$ cat src/design/fetch_pkg.sv
`default_nettype none

package fetch_pkg;

    typedef logic [31:0] addr_t;
    typedef logic [31:0] inst_t;

    localparam addr_t RESET_PC = 32'h3000_0000;

    localparam int LINE_WORDS = 4;
    localparam int LINE_BYTES = 4 * LINE_WORDS;

    // address split is tag | index | byte offset
    localparam int OFFSET_W = $clog2(LINE_BYTES);
    localparam int INDEX_W  = 4;
    localparam int TAG_W    = 32 - INDEX_W - OFFSET_W;

    // word 0 of the line sits in the low 32 bits
    typedef logic [LINE_WORDS*32-1:0] line_t;

    typedef struct packed {
        addr_t pc;
        inst_t inst;
        logic  fault;
    } fetch_out_t;

    typedef enum logic [1:0] {
        IDLE,
        MISS,
        FILL
    } fetch_state_t;

endpackage

`default_nettype wire

$ cat src/design/axi_rd_pkg.sv
`default_nettype none

package axi_rd_pkg;

    typedef struct packed {
        logic [31:0] addr;
        logic [3:0]  id;
        logic [7:0]  len;
        logic [2:0]  size;
        logic [1:0]  burst;
    } axi_ar_t;

    typedef struct packed {
        logic [31:0] data;
        logic [1:0]  resp;
        logic        last;
        logic [3:0]  id;
    } axi_r_t;

    localparam logic [1:0] BURST_FIXED = 2'b00;
    localparam logic [1:0] BURST_INCR  = 2'b01;

    localparam logic [1:0] RESP_OKAY = 2'b00;

    // four bytes per beat
    localparam logic [2:0] SIZE_WORD = 3'd2;

    // the SDRAM window covers A000_0000 up to BFFF_FFFF
    localparam logic [3:0] SDRAM_NIB_LO = 4'hA;
    localparam logic [3:0] SDRAM_NIB_HI = 4'hB;

endpackage

`default_nettype wire

$ cat src/design/pc_gen.sv
`default_nettype none

module pc_gen
    import fetch_pkg::*;
(
    input  wire        clk,
    input  wire        rst,
    input  wire        pc_update,
    input  wire        redirect_valid,
    input  wire addr_t redirect_pc,
    output addr_t      pc
);

    addr_t snpc;

    assign snpc = pc + 32'd4;

    // a redirect from execute wins over the sequential step, even while stalled
    always_ff @(posedge clk or posedge rst) begin
        if (rst) begin
            pc <= RESET_PC;
        end else if (redirect_valid) begin
            pc <= redirect_pc;
        end else if (pc_update) begin
            pc <= snpc;
        end
    end

    // execute only ever hands back word-aligned targets
    pc_aligned_a: assert property (
        @(posedge clk) disable iff (rst)
        pc[1:0] == 2'b00
    );

endmodule

`default_nettype wire

$ cat src/design/fetch_ctrl.sv
`default_nettype none

module fetch_ctrl
    import fetch_pkg::*;
(
    input  wire        clk,
    input  wire        rst,
    input  wire        idu_ready,
    input  wire        hit,
    input  wire        redirect_valid,
    input  wire        fill_valid,
    input  wire inst_t hit_inst,
    input  wire        hit_fault,
    input  wire addr_t pc,
    output logic       pc_update,
    output logic       refill_start,
    output logic       inst_valid,
    output fetch_out_t fetch_out
);

    fetch_state_t state;
    fetch_state_t next_state;
    logic         issue;
    logic         miss;

    assign issue = (state == IDLE) && idu_ready && hit;
    assign miss  = (state == IDLE) && idu_ready && !hit;

    always_comb begin
        next_state = state;
        case (state)
            IDLE: begin
                if (miss) begin
                    next_state = MISS;
                end
            end
            MISS: begin
                next_state = FILL;
            end
            FILL: begin
                if (fill_valid) begin
                    next_state = IDLE;
                end
            end
            default: begin
                next_state = IDLE;
            end
        endcase
    end

    // the pc only steps when an instruction is actually taken from the cache
    assign pc_update = issue;

    always_ff @(posedge clk or posedge rst) begin
        if (rst) begin
            state        <= IDLE;
            refill_start <= 1'b0;
            inst_valid   <= 1'b0;
        end else begin
            state        <= next_state;
            refill_start <= miss;
            // the slot is dropped when execute redirects in the same cycle
            inst_valid   <= issue && !redirect_valid;
        end
    end

    always_ff @(posedge clk) begin
        if (issue) begin
            fetch_out.pc    <= pc;
            fetch_out.inst  <= hit_inst;
            fetch_out.fault <= hit_fault;
        end
    end

    refill_from_idle_a: assert property (
        @(posedge clk) disable iff (rst)
        refill_start |-> $past(state) == IDLE
    );

    // the refill engine must only answer a request that this FSM made
    no_fill_in_idle_a: assert property (
        @(posedge clk) disable iff (rst)
        fill_valid |-> state == FILL
    );

endmodule

`default_nettype wire

$ cat src/design/icache.sv
`default_nettype none

module icache
    import fetch_pkg::*;
(
    input  wire        clk,
    input  wire        rst,
    input  wire addr_t pc,
    input  wire        fill_valid,
    input  wire line_t fill_line,
    input  wire        fill_fault,
    output logic       hit,
    output inst_t      inst,
    output logic       fault
);

    localparam int LINES = 2 ** INDEX_W;

    logic [INDEX_W-1:0]    index;
    logic [TAG_W-1:0]      tag;
    logic [OFFSET_W-3:0]   word;
    line_t                 line_rd;

    logic [TAG_W-1:0]      tag_mem  [LINES];
    line_t                 line_mem [LINES];
    logic [LINES-1:0]      fault_mem;
    logic [LINES-1:0]      valid_q;

    assign index = pc[OFFSET_W +: INDEX_W];
    assign tag   = pc[OFFSET_W + INDEX_W +: TAG_W];
    assign word  = pc[OFFSET_W-1:2];

    assign line_rd = line_mem[index];
    assign hit     = valid_q[index] && (tag_mem[index] == tag);
    assign inst    = line_rd[{word, 5'd0} +: 32];
    // the fault flag covers the whole line, so every word of it reports it
    assign fault   = fault_mem[index];

    always_ff @(posedge clk or posedge rst) begin
        if (rst) begin
            valid_q <= '0;
        end else if (fill_valid) begin
            valid_q[index] <= 1'b1;
        end
    end

    // the fill lands at the line the pc points to when the refill finishes
    always_ff @(posedge clk) begin
        if (fill_valid) begin
            tag_mem[index]   <= tag;
            line_mem[index]  <= fill_line;
            fault_mem[index] <= fill_fault;
        end
    end

endmodule

`default_nettype wire

$ cat src/design/axi_refill.sv
`default_nettype none

module axi_refill
    import fetch_pkg::*;
    import axi_rd_pkg::*;
(
    input  wire         clk,
    input  wire         rst,
    input  wire         refill_start,
    input  wire addr_t  pc,
    output axi_ar_t     ar,
    output logic        arvalid,
    input  wire         arready,
    input  wire axi_r_t r,
    input  wire         rvalid,
    output logic        rready,
    output logic        fill_valid,
    output line_t       fill_line,
    output logic        fill_fault
);

    localparam int BEAT_W = $clog2(LINE_WORDS);

    typedef enum logic [1:0] {
        RF_IDLE,
        RF_ADDR,
        RF_DATA
    } refill_state_t;

    refill_state_t     state;
    logic [BEAT_W-1:0] beat_cnt;
    addr_t             line_base;
    logic              in_sdram;
    logic              start;
    logic              ar_done;
    logic              r_done;
    logic              last_beat;
    logic              single;

    assign line_base = {pc[31:OFFSET_W], {OFFSET_W{1'b0}}};
    assign in_sdram  = (line_base[31:28] == SDRAM_NIB_LO) || (line_base[31:28] == SDRAM_NIB_HI);

    assign start   = (state == RF_IDLE) && refill_start;
    assign ar_done = arvalid && arready;
    assign r_done  = rvalid && rready;
    assign single  = (ar.burst == BURST_FIXED);

    // a burst ends on rlast, single reads end once the fourth word is back
    assign last_beat = single ? (beat_cnt == BEAT_W'(LINE_WORDS - 1)) : r.last;

    always_ff @(posedge clk or posedge rst) begin
        if (rst) begin
            state      <= RF_IDLE;
            arvalid    <= 1'b0;
            rready     <= 1'b0;
            fill_valid <= 1'b0;
            beat_cnt   <= '0;
        end else begin
            fill_valid <= 1'b0;
            case (state)
                RF_IDLE: begin
                    if (refill_start) begin
                        arvalid  <= 1'b1;
                        beat_cnt <= '0;
                        state    <= RF_ADDR;
                    end
                end
                RF_ADDR: begin
                    if (ar_done) begin
                        arvalid <= 1'b0;
                        rready  <= 1'b1;
                        state   <= RF_DATA;
                    end
                end
                RF_DATA: begin
                    if (r_done) begin
                        beat_cnt <= beat_cnt + 1'b1;
                        if (last_beat) begin
                            rready     <= 1'b0;
                            fill_valid <= 1'b1;
                            state      <= RF_IDLE;
                        end else if (single) begin
                            // next word needs its own request
                            rready  <= 1'b0;
                            arvalid <= 1'b1;
                            state   <= RF_ADDR;
                        end
                    end
                end
                default: begin
                    state <= RF_IDLE;
                end
            endcase
        end
    end

    always_ff @(posedge clk) begin
        if (start) begin
            ar.addr  <= line_base;
            ar.id    <= 4'd0;
            ar.len   <= in_sdram ? 8'(LINE_WORDS - 1) : 8'd0;
            ar.size  <= SIZE_WORD;
            ar.burst <= in_sdram ? BURST_INCR : BURST_FIXED;
        end else if (r_done && single && !last_beat) begin
            ar.addr <= ar.addr + 32'd4;
        end
    end

    always_ff @(posedge clk) begin
        if (start) begin
            fill_fault <= 1'b0;
        end else if (r_done) begin
            fill_fault <= fill_fault || (r.resp != RESP_OKAY);
        end
        if (r_done) begin
            fill_line[{beat_cnt, 5'd0} +: 32] <= r.data;
        end
    end

    ar_stable_a: assert property (
        @(posedge clk) disable iff (rst)
        arvalid && !arready |=> arvalid && $stable(ar)
    );

endmodule

`default_nettype wire

$ cat src/design/ifu_top.sv
`default_nettype none

module ifu_top
    import fetch_pkg::*;
    import axi_rd_pkg::*;
(
    input  wire         clk,
    input  wire         rst,
    input  wire         redirect_valid,
    input  wire addr_t  redirect_pc,
    input  wire         idu_ready,
    output logic        inst_valid,
    output fetch_out_t  fetch_out,
    output axi_ar_t     ar,
    output logic        arvalid,
    input  wire         arready,
    input  wire axi_r_t r,
    input  wire         rvalid,
    output logic        rready
);

    addr_t pc;
    logic  pc_update;
    logic  refill_start;
    logic  hit;
    inst_t hit_inst;
    logic  hit_fault;
    logic  fill_valid;
    line_t fill_line;
    logic  fill_fault;

    pc_gen u_pc_gen (
        .clk            (clk),
        .rst            (rst),
        .pc_update      (pc_update),
        .redirect_valid (redirect_valid),
        .redirect_pc    (redirect_pc),
        .pc             (pc)
    );

    fetch_ctrl u_fetch_ctrl (
        .clk            (clk),
        .rst            (rst),
        .idu_ready      (idu_ready),
        .hit            (hit),
        .redirect_valid (redirect_valid),
        .fill_valid     (fill_valid),
        .hit_inst       (hit_inst),
        .hit_fault      (hit_fault),
        .pc             (pc),
        .pc_update      (pc_update),
        .refill_start   (refill_start),
        .inst_valid     (inst_valid),
        .fetch_out      (fetch_out)
    );

    icache u_icache (
        .clk        (clk),
        .rst        (rst),
        .pc         (pc),
        .fill_valid (fill_valid),
        .fill_line  (fill_line),
        .fill_fault (fill_fault),
        .hit        (hit),
        .inst       (hit_inst),
        .fault      (hit_fault)
    );

    axi_refill u_axi_refill (
        .clk          (clk),
        .rst          (rst),
        .refill_start (refill_start),
        .pc           (pc),
        .ar           (ar),
        .arvalid      (arvalid),
        .arready      (arready),
        .r            (r),
        .rvalid       (rvalid),
        .rready       (rready),
        .fill_valid   (fill_valid),
        .fill_line    (fill_line),
        .fill_fault   (fill_fault)
    );

endmodule

`default_nettype wire

$ cat config.mk
export PLATFORM = sky130hd
export DESIGN_NAME = ifu_top
export DESIGN_NICKNAME = d
export VERILOG_FILES = /design/src/design/fetch_pkg.sv /design/src/design/axi_rd_pkg.sv /design/src/design/pc_gen.sv /design/src/design/fetch_ctrl.sv /design/src/design/icache.sv /design/src/design/axi_refill.sv /design/src/design/ifu_top.sv
export SDC_FILE = /design/constraint.sdc
export NUM_CORES = 2
export LEC_CHECK = 0
export BUFFER_PORTS_ARGS = -buffer_cell sky130_fd_sc_hd__buf_2
export CORE_MARGIN = 3
export CORE_UTILIZATION = 30
export CTS_BUF_LIST = sky130_fd_sc_hd__clkbuf_4 sky130_fd_sc_hd__clkbuf_8 sky130_fd_sc_hd__clkbuf_16
export DETAILED_ROUTE_END_ITERATION = 8
export GPL_TIMING_DRIVEN = 0
export PLACE_DENSITY = 0.47
export SETUP_SLACK_MARGIN = 0.15
export SLEW_MARGIN = 20
export SYNTH_ARGS = -nofsm -noshare
export SYNTH_HDL_FRONTEND = slang
export SYNTH_SLANG_ARGS = --single-unit
export TNS_END_PERCENT = 30
$ cat constraint.sdc
create_clock -name clk -period 23.7 [get_ports clk]
set_input_delay 3.555 -clock clk [delete_from_list [all_inputs] [get_ports clk]]
set_output_delay 3.555 -clock clk [all_outputs]
set_load 0.01 [all_outputs]
== Yosys cells after proc, flatten, opt, wreduce, memory -nomap -nowiden ==
Memory sizes are Yosys's and may differ from the RTL's.
Cells that the tools add are included.

* Add/subtract/negate cells: 4
* Order comparisons: 2
* Equality and inequality tests: 16
* Shifts and indexed selects: 3
* Muxes and demuxes: 43
* Bitwise gates (word level): 1
* Reduce and logical (&&, ||, !) cells: 30

{| class="wikitable"
|+ Operators with widths
! kind !! count
|-
| $bwmux W128 || 1
|-
| $mux W32 || 4
|-
| $shift A32 B9 Y128 const A || 1
|-
| $shiftx A128 B8 Y32 || 1
|-
| $shiftx A32 B9 Y128 || 1
|-
| $add A32 B3 Y32 const B || 2
|-
| $eq A24 B24 Y1 || 1
|-
| $mux W2 || 10
|-
| $mux W1 || 19
|-
| $bwmux W16 || 1
|-
| $or A16 B16 Y16 || 1
|-
| $pmux W2 S3 || 2
|-
| $logic_and A1 B1 Y1 || 11
|-
| $ne A2 B1 Y1 const B || 5
|-
| $reduce_bool A2 Y1 || 5
|-
| $neg A7 Y9 || 1
|-
| $bmux W1 S4 || 2
|-
| $eq A4 B4 Y1 const B || 2
|-
| $reduce_and A4 Y1 || 2
|-
| $eq A2 B2 Y1 const B || 3
|-
| $logic_not A2 Y1 || 3
|-
| $reduce_and A6 Y1 || 1
|-
| $lt A4 B5 Y1 const B || 1
|-
| $demux W1 S4 || 1
|-
| other kinds (13) || 18
|}

* Bits in registers: 311
* RAM bits: 2432
* Input port bits: 77
* Output and inout bits: 117
* Word-level logic and storage cells: 121
* Memories kept: 2

{| class="wikitable"
|+ Memories
! memory !! words !! bits a word !! read ports !! clocked after Yosys merged registers in !! write ports !! line !! RTL
|-
| u_icache.line_mem || 16 || 128 || 1 || 0 || 1 || icache.sv:25 || <nowiki>line_t line_mem [LINES];</nowiki>
|-
| u_icache.tag_mem || 16 || 24 || 1 || 0 || 1 || icache.sv:24 || <nowiki>logic [TAG_W-1:0] tag_mem [LINES];</nowiki>
|}

== Longest topological paths before layout ==
* Word-level depth: 7
* Gate-level depth with buffers: 17
* Gate-level depth less buffers: 9

== Cells and area by module ==
Synthesis repeated with hierarchy kept, for this count alone.

* Cell total of the unflattened synthesis: 4442
* Area, all modules: 104784.2 um2

{| class="wikitable"
|+ Modules (own cells, without submodules)
! module !! times used !! cells an instance !! area each (um2) !! seq. area each (um2)
|-
| icache || 1 || 3627 || 93633.6 || 73910.9
|-
| axi_refill || 1 || 535 || 7191.9 || 4949.7
|-
| fetch_ctrl || 1 || 77 || 2107.0 || 2052.0
|-
| pc_gen || 1 || 203 || 1851.8 || 803.3
|}

== Worst setup path after synthesis ==
Ideal clock, no wire load.

* Path kind: flip-flop to flip-flop
* From: register u_pc_gen.pc[7]
* To: register u_icache.valid_q[12]
* Data arrival time: 13555 ps
* Path slack: 10013 ps
* Cell stages (with the launch flop): 12
* Clock period less this slack: 13687 ps
* Cells stage by stage: dfrtp_1 -> buf_4 -> buf_6 -> buf_6 -> buf_4 -> buf_2 -> buf_2 -> buf_1 -> clkbuf_1 -> nand3_1 -> nor3_1 -> or2_2

* Cells in the longest elaborated chain, start to end: 5

{| class="wikitable"
|+ RTL lines
! item !! line !! RTL
|-
| from (decl) || pc_gen.sv:11 || <nowiki>output addr_t pc</nowiki>
|-
| from (signal assigned) || pc_gen.sv:23 || <nowiki>pc <= redirect_pc;</nowiki>
|-
| from (signal assigned) || pc_gen.sv:25 || <nowiki>pc <= snpc;</nowiki>
|-
| $lt A4 B5 Y1 (not written as such) / $ge A4 B1 Y1 (equally long branches) || icache.sv:43 || <nowiki>valid_q[index] <= 1'b1;</nowiki>
|-
| $logic_and A1 B1 Y1 (not written as such) || icache.sv:43 ||
|-
| $mux W1 (not written as such) || icache.sv:43 ||
|-
| $demux W1 S4 * || - ||
|-
| $or A16 B16 Y16 (no source line) * || - ||
|-
| to (signal assigned) || icache.sv:41 || <nowiki>valid_q <= '0;</nowiki>
|-
| to (signal, indexed assignment) || icache.sv:43 ||
|-
| to (decl) || icache.sv:27 || <nowiki>logic [LINES-1:0] valid_q;</nowiki>
|}

Mark *: on every way between the ends. The rest lies on a longest branch, timed or not.
A chain may end at the register's enable or synchronous reset.

== Final worst setup path ==
* From: register u_pc_gen.pc[7]
* To: memory u_icache.line_mem[12][83] in the netlist's numbering (enable)

{| class="wikitable"
|+ RTL lines
! item !! line
|-
| to (decl) || icache.sv:25
|}

Straight into the memory's write port.

==> reports/metrics.yaml <==
floorplan:
  die-area_um2: 359000
  rows: 217
  die_w_um: 599
  io_pins: 194
  die_h_um: 599
  start_util: 0.302
  coreArea_um2: 350000
sta:
  finClkSkew_ns: 0.0739
  fmax_ghz: 0.138
  period_minus_slack_ns: 7.24
  rsz0062_at_grt: "false"
  drv_slew: 0
  hold_ws_ns: 0.451
  hold_viol_final: 0
  period_share: 0.305
  slew_headroom: 0.178
  setup_viol: 0
  tightest_slew_ns: 1.23
cells_and_area:
  nets: 5464
  final_cell_area_um2: 128000
  syn2layout_area_growth_pct: 21.1
  final_util: 0.365
  drive_gt1_frac: 0.342
  finalNonFillerCells: 10238
  fillers: 31847
synth:
  synthCells: 4585
  yosysSeqAreaShare: 0.775
  ys_types: 73
  ys_ff_latch: 2732
  synthFlopType: "edfxtp_1"
  netlist_area_um2: 105000
  synth-edff-count: 2670
  yosysWarnings: 0
  synthArstFlopShare: 0.0216
  syn_area_per_cell_um2: 23.0
power_and_ir_drop:
  vdd_ir_drop_max_uv: 48.3
  finalPower_mw: 11.7
  power.leakage_nw: 41.6
  powerDensity_nw_per_um2: 91.3
drt:
  vias_per_cell: 5.10
  first_iter_violations: 5847
  drc_errors: 0
  wl_um: 324000
  final_antenna_net_count: 0
  vias: 52188
  drt_first_pass_iters: 6
  wl_per_cell_um: 31.6
grt:
  gr-total-overflow: 0
  grt_max_degree: 34
  grt_pass1_wl_um: 447000
  grt_pass1_vias: 53531
  grt_usage: 0.179
  antenna_found_initial: 45
worst_setup_path:
  startpoint_type: "register"
  critPathSlowestCell: "buf_1"
  path_buf_inv: 17
  critPathKind: "register to register"
  end_kind: "register"
  crit_chain: "buf_4, buf_6, buf_6, buf_4, buf_2, buf_2, buf_1, clkbuf_1, nand3_1, nor3_2, buf_6, buf_6, buf_4, buf_6, buf_4, buf_4, buf_4, buf_4, buf_4"
  slowest_delay_ns: 0.84
  cp_common_cell: "buf_4"
  worst_path_dominant_cell_family: "buffers and inverters"
  cp_max_fo: 10
  cp.required_ns: 24.31
  worstPathArrival_ns: 7.85
place:
  dp_hpwl_um: 222000
  place_area_um2: 117000
  portBuffers: 172
  post-place-cells: 9661
  finalWeightedCongestion: 0.775
clocking:
  cts.reportedPaths.clkPinSlew_ns: 0.06
  cts_num_sinks: 2732
  hold_buffers: 0
  cts_buffers: 311
  cts_setup_buffers: 0
  cts.htree.levels: 5
  cts_buffer_depth: 4
  ctsResizeCount: 0
  clk_latency_ns: 0.92
  root_buffer: "clkbuf_16"
  cts_tree: "done"
run:
  maxCapViolCount: 0
hold_path:
  hold_class: "register to register"
outcome:
  status: "finished clean"
==> layout by cell type, fill, tap and decap left out, types with 57 or more instances in the layout <==
cell	Yosys	final
buf_12	2	89
nand2_1	93	93
clkbuf_1	150	79
buf_2	16	233
mux4_2	720	720
nor2_1	70	58
clkbuf_2	0	71
mux2i_1	91	91
clkinv_1	2	75
clkbuf_16	0	320
edfxtp_1	2670	2670
buf_4	34	137
dfrtp_1	57	57
and2_1	140	140
buf_16	0	74
==> final timing paths <==
kind | from | endpoint | slack [ns] | cells after the start
worst min-delay path | u_pc_gen.pc[0] | u_fetch_ctrl.fetch_out[33] | 0.45 | 0
min in group asynchronous | rst | u_pc_gen.pc[17] | 2.69 | 2
max in group asynchronous | rst | u_pc_gen.pc[29] | 20.39 | 3
worst max-delay path | u_pc_gen.pc[7] | u_icache.line_mem[12][83] | 16.46 | 19
worst max register to register | u_pc_gen.pc[7] | u_icache.line_mem[12][83] | 16.46 | 19
worst min register to register | u_pc_gen.pc[0] | u_fetch_ctrl.fetch_out[33] | 0.45 | 0
==> state kept, by name, indices dropped and copies added, names as in the netlist, 2 cells and up <==
name                    count
u_icache.line_mem        2048
u_icache.tag_mem          384
u_axi_refill.fill_line    128
u_fetch_ctrl.fetch_out     65
u_pc_gen.pc                32
u_axi_refill.ar            31
u_icache.fault_mem         16
u_icache.valid_q           16
u_axi_refill.beat_cnt       2
u_axi_refill.state          2
u_fetch_ctrl.state          2
==> cells by family after synthesis <==
group                    Yosys count  share of synthesized area
adder cells (fa/ha/maj)           12                    0.00142
multiplexers                     854                      0.171
AO/OA/AOI/OAI                    185                     0.0119
flip-flops                      2732                      0.775
XOR/XNOR                          57                    0.00473
other                              2                  0.0000712
buffers and inverters            283                     0.0128
AND/OR/NAND/NOR                  460                     0.0235
==> metrics by stage <==
step	TNS, ns	worst slack, ns
detailed placement	0	16.46
global route	0	16.26
CTS	0	16.43
finish	0	16.46
global placement	-6304.95	-11.74
floorplan	0	10.01
==> report_power, final <==
part	switching (mW)	internal [mW]	total, mW
registers	0.191	5.53	5.72
logic	0.638	0.424	1.06
clock network	1.98	2.90	4.88
total	2.81	8.85	11.7
==> metal layers <==
layer	vias to the layer above	GRT usage	share of wire
met5	-	0	0.00025
met3	417	0.0333	0.067
met4	12	0.0382	0.022
met2	1947	0.297	0.49
li1	21047	-	-
met1	28765	0.246	0.42
==> synth_stat cells, types with 4 or more instances <==
| master | count | area, µm² |
|---|---|---|
| nand2_1 | 93 | 349 |
| buf_8 | 4 | 60.1 |
| buf_4 | 34 | 255 |
| clkbuf_1 | 150 | 563 |
| nand2b_1 | 8 | 50.1 |
| a41oi_1 | 5 | 43.8 |
| buf_2 | 16 | 80.1 |
| a22o_1 | 9 | 78.8 |
| or4_1 | 7 | 52.6 |
| and2_1 | 140 | 876 |
| nor2_1 | 70 | 263 |
| nand4_1 | 10 | 62.6 |
| o31ai_1 | 7 | 52.6 |
| a31oi_1 | 24 | 150 |
| ha_1 | 12 | 150 |
| dfrtp_1 | 57 | 1430 |
| or3_1 | 12 | 75.1 |
| a21oi_1 | 17 | 85.1 |
| nor3_1 | 15 | 75.1 |
| o22ai_1 | 4 | 25.0 |
| mux4_2 | 720 | 16200 |
| mux2_2 | 17 | 191 |
| xor2_1 | 28 | 245 |
| xnor2_1 | 29 | 254 |
| o21ai_0 | 50 | 250 |
| buf_6 | 8 | 90.1 |
| mux4_1 | 26 | 683 |
| mux2i_1 | 91 | 911 |
| and4_1 | 8 | 70.1 |
| buf_1 | 47 | 176 |
| edfxtp_1 | 2670 | 80200 |
| nand3_1 | 36 | 180 |
| nor3b_1 | 6 | 45.0 |
| inv_1 | 20 | 75.1 |
| and3_1 | 21 | 131 |
| a22oi_1 | 28 | 210 |
| nor2b_1 | 9 | 56.3 |
| or2_2 | 17 | 106 |
==> area by class of cell <==
class                   instances  area, µm²  area share
multi-input cells            1584      22600       0.177
plain buffers                 261       1410      0.0110
flip-flops and latches       2732      81700       0.640
repair buffers                463       5720      0.0448
clock buffers                 373       8410      0.0658
inverters                      22       90.1    0.000706
diodes                         14       35.0    0.000274
clock inverters               190       1950      0.0153
well taps                    4599       5750      0.0451
Note: power is estimated with default switching activity, not from simulation.
